==> config.mk <==
export PLATFORM = sky130hd
export DESIGN_NAME = receive_top
export DESIGN_NICKNAME = d
export VERILOG_FILES = /design/src/rx_pkg.sv /design/src/receive_top.sv /design/src/rx_capture_buffer.sv /design/src/rx_channel_mux.sv /design/src/rx_delay_line.sv /design/src/rx_differentiator.sv /design/src/rx_discriminator.sv /design/src/rx_wb_regs.sv
export VERILOG_INCLUDE_DIRS = /design/src
export SDC_FILE = /design/constraint.sdc
export NUM_CORES = 2
export LEC_CHECK = 0
export BUFFER_PORTS_ARGS = -buffer_cell sky130_fd_sc_hd__clkbuf_2
export CORE_MARGIN = 2
export CORE_UTILIZATION = 50
export CTS_CLUSTER_SIZE = 40
export DETAILED_ROUTE_END_ITERATION = 7
export PLACE_DENSITY = 0.66
export SETUP_SLACK_MARGIN = 0.3
export SYNTH_ARGS = -nofsm -noshare
export SYNTH_HDL_FRONTEND = slang
export SYNTH_SLANG_ARGS = --single-unit
==> constraint.sdc <==
create_clock -name adc_clk -period 4.9 [get_ports adc_clk]
set_input_delay 0.245 -clock adc_clk [delete_from_list [all_inputs] [get_ports adc_clk]]
set_output_delay 0.245 -clock adc_clk [all_outputs]
set_load 0.005 [all_outputs]
==> src/rx_cfg.svh <==
/*
 * size and width constants for the receive chain
 * include wherever a module or the package needs a channel count or width
 */
`ifndef RX_CFG_SVH
`define RX_CFG_SVH

// physical and logical channels
`define RX_CHANNELS     2
// parallel samples per word
`define RX_LANES        2
`define RX_SAMPLE_W     16
`define RX_TSTAMP_W     24
`define RX_BUF_DEPTH    32
// raw path delay, matches the differentiator
`define RX_ALIGN_DELAY  1

// derived widths
`define RX_SRC_W        ($clog2(2*`RX_CHANNELS))
`define RX_CHAN_W       ($clog2(`RX_CHANNELS))
`define RX_ENTRY_W      ($clog2(`RX_BUF_DEPTH))
`define RX_COUNT_W      (`RX_ENTRY_W + 1)

// wishbone bus
`define RX_WB_ADR_W     8
`define RX_WB_DAT_W     32

`endif

==> src/rx_pkg.sv <==
/*
 * shared stream, config and status types for the receive chain
 */
`default_nettype none

`include "rx_cfg.svh"

package rx_pkg;

  typedef logic signed [`RX_SAMPLE_W-1:0] sample_t;

  // one channel's parallel lanes, lane 0 is the oldest sample
  typedef sample_t [`RX_LANES-1:0] sample_word_t;

  // realtime stream between stages, one valid for all channels
  typedef struct packed {
    logic                                  valid;
    sample_word_t [`RX_CHANNELS-1:0]       data;
  } chan_stream_t;

  typedef struct packed {
    logic                                  valid;
    logic [`RX_CHAN_W-1:0]                 chan;
    sample_word_t                          data;
    logic [`RX_TSTAMP_W-1:0]               tstamp;
  } kept_word_t;

  typedef struct packed {
    logic [`RX_CHANNELS-1:0][`RX_SAMPLE_W-1:0] threshold;
    logic [`RX_CHANNELS-1:0][`RX_SRC_W-1:0]    mux_src;
    logic [`RX_CHANNELS-1:0]                   bypass;
    logic [`RX_CHANNELS-1:0]                   trig_mask;
    logic                                      arm;
  } rx_config_t;

  // count sits in the low bits when read as a register
  typedef struct packed {
    logic                                  full;
    logic                                  triggered;
    logic                                  armed;
    logic [`RX_COUNT_W-1:0]                count;
  } rx_status_t;

endpackage

`default_nettype wire

==> src/receive_top.sv <==
/*
 * receive chain top, adc stream in, wishbone for config and readout
 * input word to discriminator output is three cycles
 */
`timescale 1ns/1ps
`default_nettype none

`include "rx_cfg.svh"

module receive_top
  import rx_pkg::*;
(
  input  logic                    adc_clk,
  input  logic                    rst,
  input  chan_stream_t            adc_in,
  input  logic [`RX_CHANNELS-1:0] digital_triggers,
  input  logic                    wb_cyc,
  input  logic                    wb_stb,
  input  logic                    wb_we,
  input  logic [`RX_WB_ADR_W-1:0] wb_adr,
  input  logic [`RX_WB_DAT_W-1:0] wb_dat_w,
  output logic [`RX_WB_DAT_W-1:0] wb_dat_r,
  output logic                    wb_ack
);

  chan_stream_t                  ddt_stream;
  chan_stream_t                  raw_stream;
  chan_stream_t                  mux_stream;
  kept_word_t [`RX_CHANNELS-1:0] kept;
  rx_config_t                    cfg;
  rx_status_t                    status;
  logic [`RX_ENTRY_W-1:0]        buf_addr;
  kept_word_t                    buf_data;

  ////////////////////////////////////////
  // realtime path
  ////////////////////////////////////////

  rx_differentiator differentiator_i (
    .adc_clk (adc_clk),
    .rst     (rst),
    .data_in (adc_in),
    .data_out(ddt_stream)
  );

  // raw copy held back to match the differentiator
  rx_delay_line #(
    .payload_t(chan_stream_t),
    .DEPTH    (`RX_ALIGN_DELAY)
  ) raw_delay_i (
    .adc_clk(adc_clk),
    .rst    (rst),
    .din    (adc_in),
    .dout   (raw_stream)
  );

  rx_channel_mux channel_mux_i (
    .adc_clk(adc_clk),
    .rst    (rst),
    .raw_in (raw_stream),
    .ddt_in (ddt_stream),
    .sel    (cfg.mux_src),
    .out    (mux_stream)
  );

  rx_discriminator discriminator_i (
    .adc_clk   (adc_clk),
    .rst       (rst),
    .data_in   (mux_stream),
    .thresholds(cfg.threshold),
    .bypass    (cfg.bypass),
    .kept      (kept)
  );

  rx_capture_buffer capture_buffer_i (
    .adc_clk  (adc_clk),
    .rst      (rst),
    .kept     (kept),
    .triggers (digital_triggers),
    .trig_mask(cfg.trig_mask),
    .arm      (cfg.arm),
    .status   (status),
    .rd_addr  (buf_addr),
    .rd_data  (buf_data)
  );

  ////////////////////////////////////////
  // register block
  ////////////////////////////////////////

  rx_wb_regs wb_regs_i (
    .adc_clk (adc_clk),
    .rst     (rst),
    .wb_cyc  (wb_cyc),
    .wb_stb  (wb_stb),
    .wb_we   (wb_we),
    .wb_adr  (wb_adr),
    .wb_dat_w(wb_dat_w),
    .wb_dat_r(wb_dat_r),
    .wb_ack  (wb_ack),
    .cfg     (cfg),
    .status  (status),
    .buf_addr(buf_addr),
    .buf_data(buf_data)
  );

endmodule

`default_nettype wire

==> src/rx_capture_buffer.sv <==
/*
 * capture memory for kept words, started by a masked trigger after arming
 * entries fill in channel order until full, read back through a registered port
 */
`timescale 1ns/1ps
`default_nettype none

`include "rx_cfg.svh"

module rx_capture_buffer
  import rx_pkg::*;
(
  input  logic                          adc_clk,
  input  logic                          rst,
  input  kept_word_t [`RX_CHANNELS-1:0] kept,
  input  logic [`RX_CHANNELS-1:0]       triggers,
  input  logic [`RX_CHANNELS-1:0]       trig_mask,
  input  logic                          arm,
  output rx_status_t                    status,
  input  logic [`RX_ENTRY_W-1:0]        rd_addr,
  output kept_word_t                    rd_data
);

  // raw or derivative stage, mux, discriminator
  localparam int TRIG_DELAY = `RX_ALIGN_DELAY + 2;

  kept_word_t mem [`RX_BUF_DEPTH];

  logic [`RX_CHANNELS-1:0] trig_dly;
  logic                    armed;
  logic                    triggered;
  logic                    trig_hit;
  logic                    capture_en;
  logic [`RX_COUNT_W-1:0]  count;
  logic [`RX_COUNT_W-1:0]  count_next;
  logic [`RX_CHANNELS-1:0] wr_en;
  logic [`RX_ENTRY_W-1:0]  wr_ptr [`RX_CHANNELS];

  // line the trigger up with the discriminator output
  rx_delay_line #(
    .payload_t(logic [`RX_CHANNELS-1:0]),
    .DEPTH    (TRIG_DELAY)
  ) trig_delay_i (
    .adc_clk(adc_clk),
    .rst    (rst),
    .din    (triggers),
    .dout   (trig_dly)
  );

  assign trig_hit   = armed & |(trig_dly & trig_mask);
  // the trigger word itself is already a candidate
  assign capture_en = triggered | trig_hit;

  ////////////////////////////////////////
  // write slots, channel 0 first
  ////////////////////////////////////////

  always_comb begin
    count_next = count;
    for (int k = 0; k < `RX_CHANNELS; k++) begin
      wr_en[k]  = 1'b0;
      wr_ptr[k] = count_next[`RX_ENTRY_W-1:0];
      if (capture_en && kept[k].valid && count_next < `RX_BUF_DEPTH) begin
        wr_en[k]   = 1'b1;
        count_next = count_next + 1'b1;
      end
    end
  end

  always_ff @(posedge adc_clk) begin
    for (int k = 0; k < `RX_CHANNELS; k++) begin
      if (wr_en[k] && !arm) begin
        mem[wr_ptr[k]] <= kept[k];
      end
    end
    rd_data <= mem[rd_addr];
  end

  ////////////////////////////////////////
  // arm / trigger state
  ////////////////////////////////////////

  always_ff @(posedge adc_clk) begin
    if (rst) begin
      armed     <= 1'b0;
      triggered <= 1'b0;
      count     <= '0;
    end else if (arm) begin
      armed     <= 1'b1;
      triggered <= 1'b0;
      count     <= '0;
    end else begin
      if (trig_hit) begin
        armed     <= 1'b0;
        triggered <= 1'b1;
      end
      count <= count_next;
    end
  end

  assign status.count     = count;
  assign status.armed     = armed;
  assign status.triggered = triggered;
  assign status.full      = (count == `RX_BUF_DEPTH);

endmodule

`default_nettype wire

==> src/rx_channel_mux.sv <==
/*
 * picks each logical channel from the raw or the derivative sources
 * sel values below the channel count are raw, the rest derivative
 */
`timescale 1ns/1ps
`default_nettype none

`include "rx_cfg.svh"

module rx_channel_mux
  import rx_pkg::*;
(
  input  logic                                   adc_clk,
  input  logic                                   rst,
  input  chan_stream_t                           raw_in,
  input  chan_stream_t                           ddt_in,
  input  logic [`RX_CHANNELS-1:0][`RX_SRC_W-1:0] sel,
  output chan_stream_t                           out
);

  // raw channels low, derivative channels high
  sample_word_t [2*`RX_CHANNELS-1:0] sources;

  assign sources = {ddt_in.data, raw_in.data};

  always_ff @(posedge adc_clk) begin
    for (int k = 0; k < `RX_CHANNELS; k++) begin
      out.data[k] <= sources[sel[k]];
    end
    if (rst) begin
      out.valid <= 1'b0;
    end else begin
      // both paths are aligned, so the valids agree
      out.valid <= raw_in.valid & ddt_in.valid;
    end
  end

endmodule

`default_nettype wire

==> src/rx_delay_line.sv <==
/*
 * fixed-length register pipeline for any payload type
 * used for the raw stream and for the trigger vector
 */
`timescale 1ns/1ps
`default_nettype none

module rx_delay_line #(
  parameter type payload_t = logic,
  parameter int  DEPTH     = 1
) (
  input  logic     adc_clk,
  input  logic     rst,
  input  payload_t din,
  output payload_t dout
);

  payload_t stages [DEPTH];

  always_ff @(posedge adc_clk) begin
    if (rst) begin
      for (int i = 0; i < DEPTH; i++) begin
        stages[i] <= '0;
      end
    end else begin
      stages[0] <= din;
      for (int i = 1; i < DEPTH; i++) begin
        stages[i] <= stages[i-1];
      end
    end
  end

  assign dout = stages[DEPTH-1];

endmodule

`default_nettype wire

==> src/rx_differentiator.sv <==
/*
 * first difference of each channel across lanes and across words
 * lane 0 is taken against the last lane of the previous valid word
 */
`timescale 1ns/1ps
`default_nettype none

`include "rx_cfg.svh"

module rx_differentiator
  import rx_pkg::*;
(
  input  logic         adc_clk,
  input  logic         rst,
  input  chan_stream_t data_in,
  output chan_stream_t data_out
);

  // last sample of the previous valid word, per channel
  sample_t      [`RX_CHANNELS-1:0] last_sample;
  sample_word_t [`RX_CHANNELS-1:0] prev_word;

  // preceding sample for every lane
  always_comb begin
    for (int c = 0; c < `RX_CHANNELS; c++) begin
      prev_word[c][0] = last_sample[c];
      for (int l = 1; l < `RX_LANES; l++) begin
        prev_word[c][l] = data_in.data[c][l-1];
      end
    end
  end

  always_ff @(posedge adc_clk) begin
    // wraps modulo the sample width
    for (int c = 0; c < `RX_CHANNELS; c++) begin
      for (int l = 0; l < `RX_LANES; l++) begin
        data_out.data[c][l] <= data_in.data[c][l] - prev_word[c][l];
      end
    end
    if (rst) begin
      data_out.valid <= 1'b0;
      last_sample    <= '0;
    end else begin
      data_out.valid <= data_in.valid;
      if (data_in.valid) begin
        for (int c = 0; c < `RX_CHANNELS; c++) begin
          last_sample[c] <= data_in.data[c][`RX_LANES-1];
        end
      end
    end
  end

endmodule

`default_nettype wire

==> src/rx_discriminator.sv <==
/*
 * per-channel threshold test with timestamping of accepted words
 * a kept word carries its channel index and the count of words before it
 */
`timescale 1ns/1ps
`default_nettype none

`include "rx_cfg.svh"

module rx_discriminator
  import rx_pkg::*;
(
  input  logic                                     adc_clk,
  input  logic                                     rst,
  input  chan_stream_t                             data_in,
  input  logic [`RX_CHANNELS-1:0][`RX_SAMPLE_W-1:0] thresholds,
  input  logic [`RX_CHANNELS-1:0]                  bypass,
  output kept_word_t [`RX_CHANNELS-1:0]            kept
);

  logic [`RX_TSTAMP_W-1:0] tstamp;
  logic [`RX_CHANNELS-1:0] over;

  // |s| in one extra bit, so the most negative sample fits
  function automatic logic [`RX_SAMPLE_W:0] magnitude(input sample_t s);
    logic [`RX_SAMPLE_W:0] ext;
    ext = {s[`RX_SAMPLE_W-1], s};
    return s[`RX_SAMPLE_W-1] ? -ext : ext;
  endfunction

  ////////////////////////////////////////
  // threshold test
  ////////////////////////////////////////

  // threshold is unsigned, strictly greater keeps the word
  always_comb begin
    for (int c = 0; c < `RX_CHANNELS; c++) begin
      over[c] = bypass[c];
      for (int l = 0; l < `RX_LANES; l++) begin
        if (magnitude(data_in.data[c][l]) > {1'b0, thresholds[c]}) begin
          over[c] = 1'b1;
        end
      end
    end
  end

  ////////////////////////////////////////
  // outputs and timestamp counter
  ////////////////////////////////////////

  always_ff @(posedge adc_clk) begin
    for (int c = 0; c < `RX_CHANNELS; c++) begin
      kept[c].chan   <= `RX_CHAN_W'(c);
      kept[c].data   <= data_in.data[c];
      kept[c].tstamp <= tstamp;
    end
    if (rst) begin
      tstamp <= '0;
      for (int c = 0; c < `RX_CHANNELS; c++) begin
        kept[c].valid <= 1'b0;
      end
    end else begin
      // counts accepted words, not cycles
      if (data_in.valid) begin
        tstamp <= tstamp + 1'b1;
      end
      for (int c = 0; c < `RX_CHANNELS; c++) begin
        kept[c].valid <= data_in.valid & over[c];
      end
    end
  end

endmodule

`default_nettype wire

==> src/rx_wb_regs.sv <==
/*
 * wishbone classic register block, config out, status and buffer reads in
 * ack comes one cycle wide, two cycles after the request is seen
 */
`timescale 1ns/1ps
`default_nettype none

`include "rx_cfg.svh"

module rx_wb_regs
  import rx_pkg::*;
(
  input  logic                    adc_clk,
  input  logic                    rst,
  input  logic                    wb_cyc,
  input  logic                    wb_stb,
  input  logic                    wb_we,
  input  logic [`RX_WB_ADR_W-1:0] wb_adr,
  input  logic [`RX_WB_DAT_W-1:0] wb_dat_w,
  output logic [`RX_WB_DAT_W-1:0] wb_dat_r,
  output logic                    wb_ack,
  output rx_config_t              cfg,
  input  rx_status_t              status,
  output logic [`RX_ENTRY_W-1:0]  buf_addr,
  input  kept_word_t              buf_data
);

  // word addresses
  localparam int ADR_CTRL   = 0;
  localparam int ADR_MASK   = 1;
  localparam int ADR_MUX    = 2;
  localparam int ADR_THRESH = 3;
  localparam int ADR_STATUS = ADR_THRESH + `RX_CHANNELS;
  localparam int ADR_BUF    = 16;
  localparam int BUF_WORDS  = 2 * `RX_BUF_DEPTH;

  logic                    pending;
  logic [`RX_WB_ADR_W-1:0] buf_offset;
  logic                    buf_hit;
  logic [`RX_WB_DAT_W-1:0] tag_word;
  logic [`RX_WB_DAT_W-1:0] rd_word;

  // two words per entry, odd word is the tag
  assign buf_offset = wb_adr - `RX_WB_ADR_W'(ADR_BUF);
  assign buf_hit    = (wb_adr >= ADR_BUF) && (buf_offset < BUF_WORDS);
  assign buf_addr   = buf_offset[`RX_ENTRY_W:1];
  assign tag_word   = `RX_WB_DAT_W'({buf_data.chan, buf_data.tstamp});

  ////////////////////////////////////////
  // read decode
  ////////////////////////////////////////

  always_comb begin
    rd_word = '0;
    if (buf_hit) begin
      rd_word = wb_adr[0] ? tag_word : `RX_WB_DAT_W'(buf_data.data);
    end else if (wb_adr == ADR_CTRL) begin
      // arm always reads back as zero
      rd_word = `RX_WB_DAT_W'({cfg.bypass, 1'b0});
    end else if (wb_adr == ADR_MASK) begin
      rd_word = `RX_WB_DAT_W'(cfg.trig_mask);
    end else if (wb_adr == ADR_MUX) begin
      rd_word = `RX_WB_DAT_W'(cfg.mux_src);
    end else if (wb_adr == ADR_STATUS) begin
      rd_word = `RX_WB_DAT_W'(status);
    end
    for (int k = 0; k < `RX_CHANNELS; k++) begin
      if (wb_adr == ADR_THRESH + k) begin
        rd_word = `RX_WB_DAT_W'(cfg.threshold[k]);
      end
    end
  end

  ////////////////////////////////////////
  // handshake and config writes
  ////////////////////////////////////////

  always_ff @(posedge adc_clk) begin
    if (pending) begin
      wb_dat_r <= rd_word;
    end
    if (rst) begin
      pending       <= 1'b0;
      wb_ack        <= 1'b0;
      cfg.threshold <= '1;
      cfg.bypass    <= '0;
      cfg.trig_mask <= '0;
      cfg.arm       <= 1'b0;
      for (int k = 0; k < `RX_CHANNELS; k++) begin
        cfg.mux_src[k] <= `RX_SRC_W'(k);
      end
    end else begin
      // first cycle fetches the buffer entry, second answers
      pending <= wb_cyc & wb_stb & ~pending & ~wb_ack;
      wb_ack  <= pending;
      cfg.arm <= 1'b0;
      if (pending && wb_we) begin
        if (wb_adr == ADR_CTRL) begin
          cfg.arm    <= wb_dat_w[0];
          cfg.bypass <= wb_dat_w[`RX_CHANNELS:1];
        end
        if (wb_adr == ADR_MASK) begin
          cfg.trig_mask <= wb_dat_w[`RX_CHANNELS-1:0];
        end
        if (wb_adr == ADR_MUX) begin
          for (int k = 0; k < `RX_CHANNELS; k++) begin
            cfg.mux_src[k] <= wb_dat_w[k*`RX_SRC_W +: `RX_SRC_W];
          end
        end
        for (int k = 0; k < `RX_CHANNELS; k++) begin
          if (wb_adr == ADR_THRESH + k) begin
            cfg.threshold[k] <= wb_dat_w[`RX_SAMPLE_W-1:0];
          end
        end
      end
    end
  end

endmodule

`default_nettype wire

==> impl_metrics.yaml <==
run_status:
  status: "complete, no violations"
timing:
  worst_hold_slack_ps: 97.6
  slew_headroom_pct: 9.87
  skew_ps: 67.4
  drv_slew: 0
  setup_tns_ps: 0
  worst_pin_slew_ps: 1350
  fmax_ghz: 0.229
  grt_setup_unrepaired: "false"
  finalHoldViolCount: 0
  fin_crit_ps: 4360
  worst_slack_ps: 540
  post-route-period-util_pct: 89.0
  final-setup-viol-count: 0
worst_setup_path:
  worstSetupStartpointType: "register"
  r2r-end: "capture_buffer_i.mem[5][54]"
  r2r_slack_ps: 540
  crit_arrival_ps: 4920
  cp_max_fo: 32
  r2r_cells: 7
  end_kind: "register"
  critical_path_class: "register to register"
  crit_required_ps: 5460
  r2r_start: "capture_buffer_i.count[1]"
floorplanning:
  ios: 145
  rows: 172
  design.core.area_um2: 220000
  start_util_pct: 50.4
  dieArea_um2: 225000
  die_x_um: 475
  die_h_um: 475
power:
  power.density_nw_per_um2: 340
  leakagePower_nw: 41.1
  peakVddDrop_v: 0.000331
  power_mw: 42.0
detailed_routing:
  first_iter_violations: 9750
  drc_errors: 0
  drtAntennaViolNets: 0
  detail_route.wl_per_cell_um: 28.1
  num_vias: 76800
  drt-vias-per-instance: 6.26
  wl_mm: 345
  firstDrtPassIters: 8
yosys:
  syn_inst: 9296
  ys_seq_area_share_pct: 58.2
  synth_nets: 9551
  ys_dominant_reg_cell: "edfxtp_1"
  synth_seq_cells: 2310
  postSynthAreaPerCell_um2: 11.9
  yosys_warnings: 0
  yosysUniqueCellTypes: 80
  async_flop_share_pct: 0
  syn-cell-area_um2: 111000
  synth_edf_count: 1824
min_path:
  hold_path.class: "primary input to register"
  hold_start: "wb_cyc"
  holdPathStages: 4
  min_to: "wb_regs_i.pending"
grt:
  grt.total_usage_pct: 30.3
  grt_pass1_vias: 74000
  antenna_found_initial: 14
  grt_max_degree: 98
  grt_pass1_wl_mm: 502
  grt-ovfl-total: 0
finish:
  final_common_cell: "edfxtp_1"
  stdcell_count: 12300
  layout_common_cells: "edfxtp_1 (1824), nand2_1 (1424), o21ai_0 (698), and2_1 (588), mux2i_1 (543)"
  utilization_pct: 56.1
  nets: 9353
  syn2layout_area_growth_pct: 11.3
  drive_gt1_share_pct: 13.2
  stdcell_area_um2: 123000
  fillCellCount: 17900
placed_design:
  io_buffers: 128
  place_congestion: 0.901
  place_hpwl_mm: 210
  numPlacedInstances: 11700
  place_area_um2: 115000
  dp_slack_ps: 675
clock_network:
  cts.sinks: 2310
  clock_latency_ps: 910
  numCtsBuffers: 233
  ctsResizeCount: 0
  clockBufferDepth: 3
  clockRootBuffer: "clkbuf_16"
  clk_pin_slew_worst_paths_ps: 60
  cts_tree: "yes"
  htree_levels: 4
job:
  cap_viol_max_count: 0
cells in the mapped netlist (5+ instances only):
| cell | n | share of area [%] |
|---|---|---|
| and3_1 | 25 | 0.14 |
| edfxtp_1 | 1824 | 49 |
| ha_1 | 139 | 1.6 |
| xnor2_1 | 90 | 0.71 |
| buf_4 | 11 | 0.075 |
| nand2_1 | 1424 | 4.8 |
| mux4_2 | 349 | 7.1 |
| o221ai_1 | 173 | 1.4 |
| a21oi_1 | 249 | 1.1 |
| or4_1 | 10 | 0.068 |
| a22o_1 | 257 | 2.0 |
| mux2i_1 | 543 | 4.9 |
| a31oi_1 | 18 | 0.10 |
| clkbuf_1 | 726 | 2.5 |
| o21ai_0 | 698 | 3.2 |
| o21bai_1 | 10 | 0.068 |
| xor2_1 | 36 | 0.28 |
| nor2_1 | 267 | 0.90 |
| nand3b_1 | 8 | 0.054 |
| a21boi_0 | 5 | 0.034 |
| and4_1 | 6 | 0.047 |
| and2_1 | 595 | 3.4 |
| buf_1 | 66 | 0.22 |
| a211o_1 | 34 | 0.27 |
| inv_1 | 185 | 0.63 |
| o21a_1 | 17 | 0.12 |
| nor3_1 | 18 | 0.081 |
| a211oi_1 | 32 | 0.22 |
| o31a_1 | 6 | 0.047 |
| o41ai_1 | 9 | 0.071 |
| nand3_1 | 201 | 0.91 |
| o31ai_1 | 122 | 0.83 |
| nor2b_1 | 246 | 1.4 |
| nand2b_1 | 29 | 0.16 |
| buf_2 | 113 | 0.51 |
| dfxtp_1 | 486 | 8.8 |
| or2_2 | 7 | 0.040 |
| nand4_1 | 23 | 0.13 |
| o22ai_1 | 86 | 0.49 |
| or3_1 | 19 | 0.11 |
| o211ai_1 | 16 | 0.11 |
| a21o_1 | 38 | 0.26 |
worst max path at each step:
stage	from	endpoint	slack [ps]	depth (start not counted)
final	capture_buffer_i.count[1]	capture_buffer_i.mem[5][54]	540	7
after global routing	capture_buffer_i.count[1]	capture_buffer_i.mem[4][39]	410	8
after CTS	capture_buffer_i.count[1]	capture_buffer_i.mem[5][52]	620	7
after detailed placement	capture_buffer_i.count[1]	capture_buffer_i.mem[5][52]	670	7
after global placement	capture_buffer_i.count[1]	capture_buffer_i.mem[5][53]	760	7
after floorplan	capture_buffer_i.count[0]	capture_buffer_i.mem[9][0]	610	9
sequential cells by signal (all words and copies together), names as in the netlist, 6 cells and up:
name                                  cells
differentiator_i.last_sample             32
capture_buffer_i.mem                   1824
capture_buffer_i.count                    6
wb_regs_i.cfg                            41
differentiator_i.data_out                64
discriminator_i.tstamp                   24
capture_buffer_i.rd_data                 57
channel_mux_i.out                        65
raw_delay_i.stages                       65
capture_buffer_i.trig_delay_i.stages      6
wb_regs_i.wb_dat_r                       32
discriminator_i.kept                     90
logic make-up (layout without fill, tap and decap cells):
logic type               after synthesis  after routing  share of synthesized area, %
AO/OA/AOI/OAI                       1802           1802                          10.6
adder cells (fa/ha/maj)              143            143                          1.64
buffers and inverters               1106           1113                          3.92
flip-flops                          2310           2310                          58.2
other                                  0              6                             0
AND/OR/NAND/NOR                     2911           2911                          12.6
multiplexers                         897            897                          12.1
XOR/XNOR                             127            127                          1.01
layout make-up:
type | instances | area, µm² | area share [%]
Sequential cell | 2310 | 64500 | 52.3
Clock buffer | 325 | 6470 | 5.25
Clock inverter | 115 | 1100 | 0.893
Tap cell | 2958 | 3700 | 3.00
Timing Repair Buffer | 487 | 4160 | 3.37
Antenna cell | 6 | 15.0 | 0.0122
Inverter | 186 | 713 | 0.578
Multi-Input combinational cell | 5880 | 42700 | 34.6
repair_timing:
| action | 4_1_cts | 5_1_grt |
|---|---|---|
| buffers inserted | 0 | 0 |
| hold buffers | 93 | 0 |
| hold endpoints to repair | 217 | 0 |
critical path: stages, from the launching register on:
cell     delay (ps)
dfxtp_1         560
ha_1            400
and4b_1         350
a21o_1          440
xnor2_2         290
or3b_1          820
o21ai_4         750
buf_12          340
layer usage:
metal | vias to the layer above | global-route usage [%] | wire (µm)
met2 | 4276 | 48.3 | 161000
met1 | 38200 | 41.6 | 137000
met4 | 0 | 12.0 | 14400
met5 | - | 0 | 0
li1 | 33600 | - | -
met3 | 718 | 4.79 | 32800
report_power, final:
group          switching (mW)  total, mW  internal [mW]
combinational            1.70       2.66          0.967
clock                    7.90       17.9           9.97
sequential              0.299       21.5           21.2
total                    9.89       42.0           32.1
Note: power is estimated with default switching activity, not from simulation.
